`config.mk`:
```
export PLATFORM = sky130hd
export DESIGN_NAME = board_io_top
export DESIGN_NICKNAME = d
export VERILOG_FILES = /design/src/verilog/board_pkg.sv /design/src/verilog/key_debounce.sv /design/src/verilog/reset_req_fsm.sv /design/src/verilog/gpio_reg_bank.sv /design/src/verilog/board_io_top.sv
export SDC_FILE = /design/constraint.sdc
export NUM_CORES = 1
export LEC_CHECK = 0
export ABC_CLOCK_PERIOD_IN_PS = 3700
export BUFFER_PORTS_ARGS = -buffer_cell sky130_fd_sc_hd__buf_2
export CAP_MARGIN = 20
export CORE_MARGIN = 10
export CORE_UTILIZATION = 55
export CTS_CLUSTER_SIZE = 40
export DETAILED_ROUTE_END_ITERATION = 6
export PLACE_DENSITY_LB_ADDON = 0.3
export SYNTH_ARGS = -nofsm -noshare
export SYNTH_HDL_FRONTEND = slang
export SYNTH_SLANG_ARGS = --single-unit
export TNS_END_PERCENT = 5
```
`constraint.sdc`:
```
create_clock -name clk -period 3.7 [get_ports clk]
set_input_delay 0.555 -clock clk [delete_from_list [all_inputs] [get_ports clk]]
set_output_delay 0.555 -clock clk [all_outputs]
set_load 0.05 [all_outputs]
```
`src/verilog/board_pkg.sv`:
```
//==========================================================
// widths, register map and bus/reset types for the board IO
// GPIO_WIDTH must lie between BUS_WIDTH and 2*BUS_WIDTH
//==========================================================
`default_nettype none

package board_pkg;

	//==========================================================
	// keys and reset requests
	//==========================================================
	localparam int KEY_WIDTH          = 2;  // push keys
	localparam int DEBOUNCE_CYCLES    = 8;  // stable cycles before a level counts
	localparam int RESET_PULSE_CYCLES = 4;  // request length

	//==========================================================
	// GPIO bus and register map
	//==========================================================
	localparam int GPIO_WIDTH = 36;
	localparam int BUS_WIDTH  = 32;
	localparam int ADDR_WIDTH = 3;  // word address
	localparam int NUM_IO_REG = 6;
	localparam int HI_WIDTH   = GPIO_WIDTH - BUS_WIDTH;  // live bits of a high word

	localparam logic [ADDR_WIDTH-1:0] REG_DATA_LO = 3'd0;
	localparam logic [ADDR_WIDTH-1:0] REG_DATA_HI = 3'd1;
	localparam logic [ADDR_WIDTH-1:0] REG_DDR_LO  = 3'd2;  // 1 = output
	localparam logic [ADDR_WIDTH-1:0] REG_DDR_HI  = 3'd3;
	localparam logic [ADDR_WIDTH-1:0] REG_IN_LO   = 3'd4;  // read only
	localparam logic [ADDR_WIDTH-1:0] REG_IN_HI   = 3'd5;

	// one bus operation per cycle
	typedef struct packed {
		logic                  rd;     // single-cycle read strobe
		logic                  wr;     // single-cycle write strobe
		logic [ADDR_WIDTH-1:0] addr;
		logic [BUS_WIDTH-1:0]  wdata;  // only low HI_WIDTH bits matter for high words
	} bus_req_t;

	// processor reset requests, at most one set
	typedef struct packed {
		logic cold;
		logic warm;
		logic debug;
	} reset_req_t;

endpackage

`default_nettype wire

```
`src/verilog/key_debounce.sv`:
```
//==========================================================
// raw keys are active low and asynchronous
// DEBOUNCE_CYCLES must be at least 2
//==========================================================
`timescale 1ns/1ps
`default_nettype none

module key_debounce (
	input  logic                            clk,
	input  logic                            rst,
	input  logic [board_pkg::KEY_WIDTH-1:0] key,          // raw, active low
	output logic [board_pkg::KEY_WIDTH-1:0] key_pressed   // clean, active high
);

	logic [board_pkg::KEY_WIDTH-1:0] key_s;     // sync flop
	logic [board_pkg::KEY_WIDTH-1:0] sampled;   // sampled level as pressed
	logic [$clog2(board_pkg::DEBOUNCE_CYCLES)-1:0] cnt [board_pkg::KEY_WIDTH];

	assign sampled = ~key_s;

	//==========================================================
	// per-key stability counter
	//==========================================================
	always_ff @(posedge clk) begin
		if (rst) begin
			key_s       <= '1;  // released
			key_pressed <= '0;
			for (int i = 0; i < board_pkg::KEY_WIDTH; i++) begin
				cnt[i] <= '0;
			end
		end else begin
			key_s <= key;
			for (int i = 0; i < board_pkg::KEY_WIDTH; i++) begin
				if (sampled[i] == key_pressed[i]) begin
					cnt[i] <= '0;  // nothing pending
				end else if (int'(cnt[i]) == board_pkg::DEBOUNCE_CYCLES - 1) begin
					key_pressed[i] <= sampled[i];  // held long enough
					cnt[i]         <= '0;
				end else begin
					cnt[i] <= cnt[i] + 1'b1;
				end
			end
		end
	end

endmodule

`default_nettype wire

```
`src/verilog/reset_req_fsm.sv`:
```
//==========================================================
// key gesture to reset request, one request per gesture
// key 0 = debug, key 1 = warm, both = cold
//==========================================================
`timescale 1ns/1ps
`default_nettype none

module reset_req_fsm (
	input  logic                            clk,
	input  logic                            rst,
	input  logic [board_pkg::KEY_WIDTH-1:0] key_pressed,  // debounced
	output board_pkg::reset_req_t           reset_req
);

	typedef enum logic [1:0] {
		ST_IDLE,
		ST_COLLECT,  // keys held
		ST_PULSE,    // request out
		ST_RETURN
	} state_t;

	state_t                                          state;
	logic [board_pkg::KEY_WIDTH-1:0]                 mask;       // keys seen this gesture
	logic [$clog2(board_pkg::RESET_PULSE_CYCLES)-1:0] pulse_cnt;
	board_pkg::reset_req_t                           decoded;

	// mask decode, mutually exclusive
	always_comb begin
		decoded.cold  = &mask;
		decoded.warm  = mask[1] & ~mask[0];
		decoded.debug = mask[0] & ~mask[1];
	end

	//==========================================================
	// gesture state machine
	//==========================================================
	always_ff @(posedge clk) begin
		if (rst) begin
			state     <= ST_IDLE;
			mask      <= '0;
			pulse_cnt <= '0;
			reset_req <= '0;
		end else begin
			case (state)
				ST_IDLE: begin
					if (|key_pressed) begin
						mask  <= key_pressed;  // gesture starts
						state <= ST_COLLECT;
					end
				end
				ST_COLLECT: begin
					if (|key_pressed) begin
						mask <= mask | key_pressed;
					end else begin
						reset_req <= decoded;  // all released
						pulse_cnt <= '0;
						state     <= ST_PULSE;
					end
				end
				ST_PULSE: begin
					if (int'(pulse_cnt) == board_pkg::RESET_PULSE_CYCLES - 1) begin
						reset_req <= '0;
						state     <= ST_RETURN;
					end else begin
						pulse_cnt <= pulse_cnt + 1'b1;
					end
				end
				ST_RETURN: begin
					mask  <= '0;  // ready for next gesture
					state <= ST_IDLE;
				end
				default: state <= ST_IDLE;
			endcase
		end
	end

endmodule

`default_nettype wire

```
`src/verilog/gpio_reg_bank.sv`:
```
//==========================================================
// six word registers for one GPIO port, no wait states
// rdata is registered and holds until the next read
//==========================================================
`timescale 1ns/1ps
`default_nettype none

module gpio_reg_bank (
	input  logic                             clk,
	input  logic                             rst,
	input  logic                             clear,     // warm request
	input  board_pkg::bus_req_t              bus,
	output logic [board_pkg::BUS_WIDTH-1:0]  rdata,
	input  logic [board_pkg::GPIO_WIDTH-1:0] gpio_in,
	output logic [board_pkg::GPIO_WIDTH-1:0] gpio_out,
	output logic [board_pkg::GPIO_WIDTH-1:0] gpio_oe
);

	logic [board_pkg::GPIO_WIDTH-1:0] data_reg;  // output data
	logic [board_pkg::GPIO_WIDTH-1:0] ddr_reg;   // direction, 1 drives
	logic [board_pkg::GPIO_WIDTH-1:0] in_meta;
	logic [board_pkg::GPIO_WIDTH-1:0] in_sync;
	logic                             addr_ok;   // maps to a register
	logic [board_pkg::BUS_WIDTH-1:0]  rd_word;

	assign addr_ok  = int'(bus.addr) < board_pkg::NUM_IO_REG;
	assign gpio_out = data_reg;
	assign gpio_oe  = ddr_reg;

	//==========================================================
	// register write
	//==========================================================
	always_ff @(posedge clk) begin
		if (rst || clear) begin
			data_reg <= '0;  // all inputs
			ddr_reg  <= '0;
		end else if (bus.wr && addr_ok) begin
			case (bus.addr)
				board_pkg::REG_DATA_LO:
					data_reg[board_pkg::BUS_WIDTH-1:0] <= bus.wdata;
				board_pkg::REG_DATA_HI:
					data_reg[board_pkg::GPIO_WIDTH-1:board_pkg::BUS_WIDTH] <=
						bus.wdata[board_pkg::HI_WIDTH-1:0];
				board_pkg::REG_DDR_LO:
					ddr_reg[board_pkg::BUS_WIDTH-1:0] <= bus.wdata;
				board_pkg::REG_DDR_HI:
					ddr_reg[board_pkg::GPIO_WIDTH-1:board_pkg::BUS_WIDTH] <=
						bus.wdata[board_pkg::HI_WIDTH-1:0];
				default: ;  // input words are read only
			endcase
		end
	end

	// two-flop input sync
	always_ff @(posedge clk) begin
		in_meta <= gpio_in;
		in_sync <= in_meta;
	end

	//==========================================================
	// read path
	//==========================================================
	always_comb begin
		rd_word = '0;  // unmapped and unused bits
		if (addr_ok) begin
			case (bus.addr)
				board_pkg::REG_DATA_LO:
					rd_word = data_reg[board_pkg::BUS_WIDTH-1:0];
				board_pkg::REG_DATA_HI:
					rd_word[board_pkg::HI_WIDTH-1:0] =
						data_reg[board_pkg::GPIO_WIDTH-1:board_pkg::BUS_WIDTH];
				board_pkg::REG_DDR_LO:
					rd_word = ddr_reg[board_pkg::BUS_WIDTH-1:0];
				board_pkg::REG_DDR_HI:
					rd_word[board_pkg::HI_WIDTH-1:0] =
						ddr_reg[board_pkg::GPIO_WIDTH-1:board_pkg::BUS_WIDTH];
				board_pkg::REG_IN_LO:
					rd_word = in_sync[board_pkg::BUS_WIDTH-1:0];
				board_pkg::REG_IN_HI:
					rd_word[board_pkg::HI_WIDTH-1:0] =
						in_sync[board_pkg::GPIO_WIDTH-1:board_pkg::BUS_WIDTH];
				default: ;
			endcase
		end
	end

	always_ff @(posedge clk) begin
		if (rst) begin
			rdata <= '0;
		end else if (bus.rd) begin
			rdata <= rd_word;  // valid the cycle after the strobe
		end
	end

endmodule

`default_nettype wire

```
`src/verilog/board_io_top.sv`:
```
//==========================================================
// board IO logic on one clock, keys active low
// a warm request also clears the GPIO port
//==========================================================
`timescale 1ns/1ps
`default_nettype none

module board_io_top (
	input  logic                             clk,
	input  logic                             rst,
	input  logic [board_pkg::KEY_WIDTH-1:0]  key,          // raw, active low
	input  board_pkg::bus_req_t              bus,
	output logic [board_pkg::BUS_WIDTH-1:0]  rdata,
	input  logic [board_pkg::GPIO_WIDTH-1:0] gpio_in,
	output logic [board_pkg::GPIO_WIDTH-1:0] gpio_out,
	output logic [board_pkg::GPIO_WIDTH-1:0] gpio_oe,
	output logic [board_pkg::KEY_WIDTH-1:0]  key_pressed,  // debounced
	output board_pkg::reset_req_t            reset_req
);

	//==========================================================
	// keys to reset requests
	//==========================================================
	key_debounce u_key_debounce (
		.clk         (clk),
		.rst         (rst),
		.key         (key),
		.key_pressed (key_pressed)  // also to the FSM
	);

	reset_req_fsm u_reset_req_fsm (
		.clk         (clk),
		.rst         (rst),
		.key_pressed (key_pressed),
		.reset_req   (reset_req)
	);

	//==========================================================
	// GPIO registers
	//==========================================================
	gpio_reg_bank u_gpio_reg_bank (
		.clk      (clk),
		.rst      (rst),
		.clear    (reset_req.warm),  // warm drops port to inputs
		.bus      (bus),
		.rdata    (rdata),
		.gpio_in  (gpio_in),
		.gpio_out (gpio_out),
		.gpio_oe  (gpio_oe)
	);

endmodule

`default_nettype wire

```
Yosys cells after proc, flatten, opt, wreduce, memory -nomap -nowiden
Memory sizes are Yosys's and may differ from the RTL's. Cells that the tools add are included.

Register bits: 189. Memories kept: 1. Output and inout port bits: 109. RAM bits: 6.

Memories: u_key_debounce.cnt (depth 2, width 3, rd ports 2, clocked after memory_dff 0, write ports 2, RTL line key_debounce.sv:17) `logic [$clog2(board_pkg::DEBOUNCE_CYCLES)-1:0] cnt [board_pkg::KEY_WIDTH];`.

Muxes and demuxes: 46. Bitwise operators: 14. Reduce and logical (&&, ||, !) cells: 18. Equal/unequal tests: 18. Order comparisons: 1. $add $sub $neg: 3.

Operators by type and width (count): 28-bit one-hot mux with 3 select lines (1); 32-bit 2-to-1 mux (1); 1-bit 2-to-1 mux (24); 3-bit 2-to-1 mux (8); 4-bit one-hot mux with 6 select lines (1); 2-bit 2-to-1 mux (7); 2-bit AND reduction (7); 3-bit AND reduction (4); 3-bit by 1-bit == test with 1-bit output, second input constant (3); 2-bit one-hot mux with 4 select lines (1); 3-bit by 1-bit adder with 3-bit output, second input constant (2); 3-bit by 2-bit == test with 1-bit output, second input constant (2); 3-bit == test, second input constant (2); 2-bit by 1-bit inequality test with 1-bit output, second input constant (3); 1-bit bitwise OR (6); 2-bit one-hot mux with 3 select lines (1); 3-bit one-hot mux with 2 select lines (1); 2-bit by 1-bit == test with 1-bit output, second input constant (2); 2-bit == test, second input constant (2); 2-bit inequality test, second input constant (2); 1-bit inverter (4); 2-bit one-hot mux with 2 select lines (1); 3-bit zero test (1); 3-bit less-than comparator, second input constant (1); 11 further kinds (13).

Logic depth before layout (Yosys ltp)
Depth after elaboration: 8. Mapped depth: 7. Mapped depth without buffers: 6.

By module
A second synthesis with hierarchy kept.

Cell total of the unflattened synthesis: 646. Area total of the unflattened synthesis: 6776.5 um2.

Modules (own cells, without submodules): gpio_reg_bank (instances 1, seq. area each 3523.4 um2, cells an instance 557, area each 5821.8 um2); reset_req_fsm (instances 1, seq. area each 180.2 um2, cells an instance 59, area each 535.5 um2); key_debounce (instances 1, seq. area each 260.2 um2, cells an instance 30, area each 419.2 um2).

Least setup slack after synthesis
OpenSTA, ideal clock, no wires.

Path kind: input to register. Start point: in bus[33] (netlist name). End point: reg u_gpio_reg_bank.data_reg (netlist bit u_gpio_reg_bank.gpio_out[10]). Stages on the path: 7. Path slack: 2.021 ns. Data arrival time: 1.547 ns. Required time: 3.568 ns. Cell sequence: buf_6 -> nand2b_1 -> or3_1 -> clkbuf_1 -> buf_2 -> nand2_1 -> a21oi_1.

Cells in the longest elaborated chain, start to end: 3. Elaborated cells between the ends (all ways): 4. Those cells by class: 1 x order compare; 3 x reduce/logical.

Ends and longest elaborated chain: start, declared (RTL line board_io_top.sv:12) `input board_pkg::bus_req_t bus,`; 3-bit less-than comparator (RTL line gpio_reg_bank.sv:26) `assign addr_ok = int'(bus.addr) < board_pkg::NUM_IO_REG;`; 1-bit logical AND (RTL line gpio_reg_bank.sv:37) `end else if (bus.wr && addr_ok) begin`; 2-bit AND reduction (no line) (*); end signal, assigned by index (RTL line gpio_reg_bank.sv:40) `data_reg[board_pkg::BUS_WIDTH-1:0] <= bus.wdata;`; end signal, assigned by index (RTL line gpio_reg_bank.sv:42) `data_reg[board_pkg::GPIO_WIDTH-1:board_pkg::BUS_WIDTH] <=`; end, declared (RTL line gpio_reg_bank.sv:19) `logic [board_pkg::GPIO_WIDTH-1:0] data_reg;`.

Every way passes the cells marked *; elsewhere a longest branch is shown, timed or not. A chain may end at the register's enable or synchronous reset.

Final worst setup path
Start point: in bus[33] (netlist name). End point: reg u_gpio_reg_bank.rdata[3] (netlist name).

Cells in the longest elaborated chain, start to end: 3. Elaborated cells between the ends (all ways): 9. Those cells by class: 1 x order compare; 5 x eq/ne; 2 x mux; 1 x reduce/logical.

Ends and longest elaborated chain: 3-bit == test (tied with other cells) (RTL line gpio_reg_bank.sv:66) `case (bus.addr)`; 4-bit one-hot mux with 6 select lines (RTL line gpio_reg_bank.sv:66); 32-bit 2-to-1 mux (*) (RTL line gpio_reg_bank.sv:65) `if (addr_ok) begin`; end signal, assigned (RTL line gpio_reg_bank.sv:91) `rdata <= rd_word;`; end, declared (RTL line gpio_reg_bank.sv:13) `output logic [board_pkg::BUS_WIDTH-1:0] rdata,`.

Marks and branches as above.

==> parameters.txt <==
Parameter                              Value

Power
  Cell-internal power ... 3298 uW
  Portion of total power attributed to combinational logic ... 0.102
  Cell leakage power ... 0.003702 uW
  Clock share of power ... 0.402
  Worst VDD drop ... 0.3876 mV
  Ratio of total power to cell area ... 545.7 mW/mm2
  Switching power total ... 1217 uW
  Sequential share of power ... 0.496
  Switching share of total power ... 0.2695

Drt
  Routed len/inst ... 18.54 um
  Post-route antenna net violation count ... 0
  Number of remaining DRC errors ... 0
  First-pass iteration count of the detailed router ... 7
  1st-iter DRT viols ... 461
  Via count ... 5549
  Detail-routed via count per cell ... 5.489
  Overall routed net length ... 18750 um

Clock tree
  Clock tree from TritonCTS ... built
  Maximum level of the CTS H-tree ... 4
  Clock sink count ... 195
  Number of buffers between clock root and the deepest sink ... 2
  Number of post-CTS setup repair buffers ... 0
  Clock root buffer ... sky130_fd_sc_hd__clkbuf_16
  Number of buffers inserted during clock tree synthesis ... 17
  PostCTS Resize Cnt ... 0
  Clk pin slew, worst setup/hold paths ... 80 ps
  Clock latency on the worst-skew pair ... 440 ps
  Count of hold buffers inserted by post-cts repair ... 0

Synthesis
  Syn. warnings ... 0
  Proportion of synthesized chip area in sequential cells ... 0.5913
  Area of the mapped netlist ... 0.006704 mm2
  Count of flip-flops with a built-in enable after synthesis ... 6
  Main synth FF type ... sky130_fd_sc_hd__dfxtp_1
  Yosys reg bits ... 195
  Average cell area after synthesis ... 9.917 um2
  Number of distinct library cell variants in the gate-level netlist after synthesis ... 47
  Cell count after synthesis ... 676
  Async set or reset register ratio after synthesis ... 0

STA
  Count of endpoints failing hold in the final timing report ... 0
  Clock period minus final worst setup slack ... 2047 ps
  Slew at the pin closest to its max-slew limit ... 974.1 ps
  Unrepaired setup endpoints after global routing ... no
  Share of the clock period used by the worst path after layout ... 0.5533
  Highest clock rate ... 488.5 MHz
  Final-layout setup total negative slack ... 0 ps
  Number of setup violations in the final report ... 0
  Number of max-slew violations in the final report ... 0
  Slew headroom ... 0.3506
  Fin Clk Skew ... 9.658 ps
  Min Hold Slack ... 211.0 ps

Global routing
  GRT Overall Usage ... 0.2173
  Pin count of the biggest net entering global routing ... 50
  Via count of the first global-routing pass ... 5644
  Antenna violations before repair ... 2
  Overall overflow remaining after global route ... 0
  Global-route wire length before repair ... 28680 um

Critical path
  Crit path max fanout ... 24
  Worst-path cell chain ... buf_2 -> buf_4 -> mux2_1 -> a32oi_1 -> o211ai_1 -> o211a_1
  Launching element type of the critical path ... primary input
  Path type of the worst setup path ... in -> reg
  Capturing element type of the critical path ... flop
  Data arrival time of the critical path ... 2370 ps
  Delay of the slowest cell on the worst path ... 520 ps
  Required arrival time at the worst endpoint ... 4030 ps
  Slowest cell on the critical path ... sky130_fd_sc_hd__buf_2
  CP Buf/Inv Count ... 2
  Kind of cell adding the most delay to the critical path ... buffers and inverters

Die
  Core region area ... 0.01196 mm2
  Die Area ... 0.01701 mm2
  Die Wd ... 130.4 um
  Die Span Y ... 130.4 um
  Standard-cell rows ... 40
  Initial Util ... 0.5605
  Number of top-level pins ... 186

Placement
  Final weighted congestion in routability-driven placement ... 0.8579
  DPL Wire Length ... 13210 um
  Number of port buffers ... 185

Final layout
  Area growth from synthesis to layout ... 23.42%
  Share of post-route cells with drive strength above 1 ... 0.2735
  Net count of the finished layout ... 937
  Leading cell type in the layout, fill and taps excluded ... sky130_fd_sc_hd__dfxtp_1
  Total of fill cells in the finished design ... 923
  Leading cell types in the layout, fill and taps excluded ... sky130_fd_sc_hd__dfxtp_1, sky130_fd_sc_hd__buf_2, sky130_fd_sc_hd__nand2_1

Run
  Number of max-capacitance violations reported ... 0

Worst hold path
  Kind of path behind the tightest hold check ... in -> reg

Run status
  Run status ... completed
[cell type report]
cell class	count	area (um2)	area share
inverters	3	11.26	0.001361
multi-input cells	438	2521	0.3047
diodes	1	2.502	0.0003024
clock buffers	17	425.4	0.05141
flip-flops and latches	195	3964	0.4791
well taps	147	183.9	0.02223
clock inverters	15	165.2	0.01996
repair buffers	195	1001	0.1210
[worst reg2reg max path, cell delays in order, from the launching register on]
cell	delay, ps
sky130_fd_sc_hd__dfxtp_1	340
sky130_fd_sc_hd__or2_2	750
sky130_fd_sc_hd__buf_4	450
sky130_fd_sc_hd__a21oi_1	100
[cells in the mapped netlist, drive strengths merged, types with 4 or more instances]
master / count / area share
edfxtp: 6 / 0.027
nor3: 7 / 0.0060
mux2: 6 / 0.010
mux2i: 38 / 0.057
dfxtp: 189 / 0.56
nand2: 166 / 0.093
nand3: 7 / 0.0052
ha: 10 / 0.019
clkbuf: 15 / 0.0084
buf: 30 / 0.028
a21oi: 76 / 0.057
o21ai: 32 / 0.024
nor2: 14 / 0.0078
a22o: 28 / 0.037
a211oi: 4 / 0.0045
nor2b: 5 / 0.0047
and2: 5 / 0.0047
[routing by layer]
layer | global-route usage | vias to the layer above | share of wire
li1 | - | 2654 | -
met1 | 0.2464 | 2625 | 0.41
met2 | 0.3661 | 231 | 0.49
met5 | 0 | - | 0.00069
met4 | 0.07979 | 2 | 0.021
met3 | 0.08300 | 37 | 0.083
[cells by family (layout without fill, tap and decap cells)]
logic type	after synthesis	count (layout)	synth area share
other cells	1	7	0.0005594
flops	195	195	0.5913
xor+xnor	2	2	0.002613
simple gates	224	224	0.1430
mux	44	44	0.06681
buf+inv	48	230	0.03789
fa+ha+maj	10	10	0.01866
compound gates	152	152	0.1392
[state kept, by name, summed over array words and instances, names as in the netlist]
name / flops
u_reset_req_fsm.pulse_cnt: 2
u_gpio_reg_bank.gpio_out: 36
u_reset_req_fsm.mask: 2
u_key_debounce.cnt: 6
u_reset_req_fsm.state: 2
u_gpio_reg_bank.gpio_oe: 36
u_gpio_reg_bank.in_sync: 36
u_gpio_reg_bank.in_meta: 36
u_key_debounce.key_s: 2
u_reset_req_fsm.reset_req: 3
u_gpio_reg_bank.rdata: 32
u_key_debounce.key_pressed: 2
[stage by stage]
stage                     cells  power (uW)  cell area (um2)  setup WS (ps)  utilization
after CTS                  1010        4536             8272           1685       0.6915
after global routing       1010        4673             8272           1565       0.6915
after detailed placement    978        2742             7681           1242       0.6422
after global placement      978        2719             7681           1318       0.6422
after floorplan             681        2597             6723           2021            -
final                      1011        4515             8274           1653       0.6917
[power by group through the flow]
stage,registers [uW],logic [uW],clock network (uW)
2_1_floorplan,2360,235,0
3_3_place_gp,2280,438,0
3_5_place_dp,2290,456,0
4_1_cts,2240,460,1840
5_1_grt,2250,502,1920
6_report,2240,463,1810
[worst paths after layout]
kind                                                           startpoint                                        to  slack, ps  cells after the start
worst min-delay path                                          gpio_in[29]       u_gpio_reg_bank.in_meta[29]$_DFF_P_        210                      1
worst max-delay path                                              bus[33]     u_gpio_reg_bank.rdata[3]$_SDFFE_PP0P_       1650                      6
worst max register to register  u_reset_req_fsm.reset_req[1]$_SDFFE_PP0P_  u_gpio_reg_bank.gpio_oe[21]$_SDFFE_PP0P_       1940                      3
worst min register to register        u_gpio_reg_bank.in_meta[15]$_DFF_P_       u_gpio_reg_bank.in_sync[15]$_DFF_P_        330                      0
(Power assumes the default switching activity.)
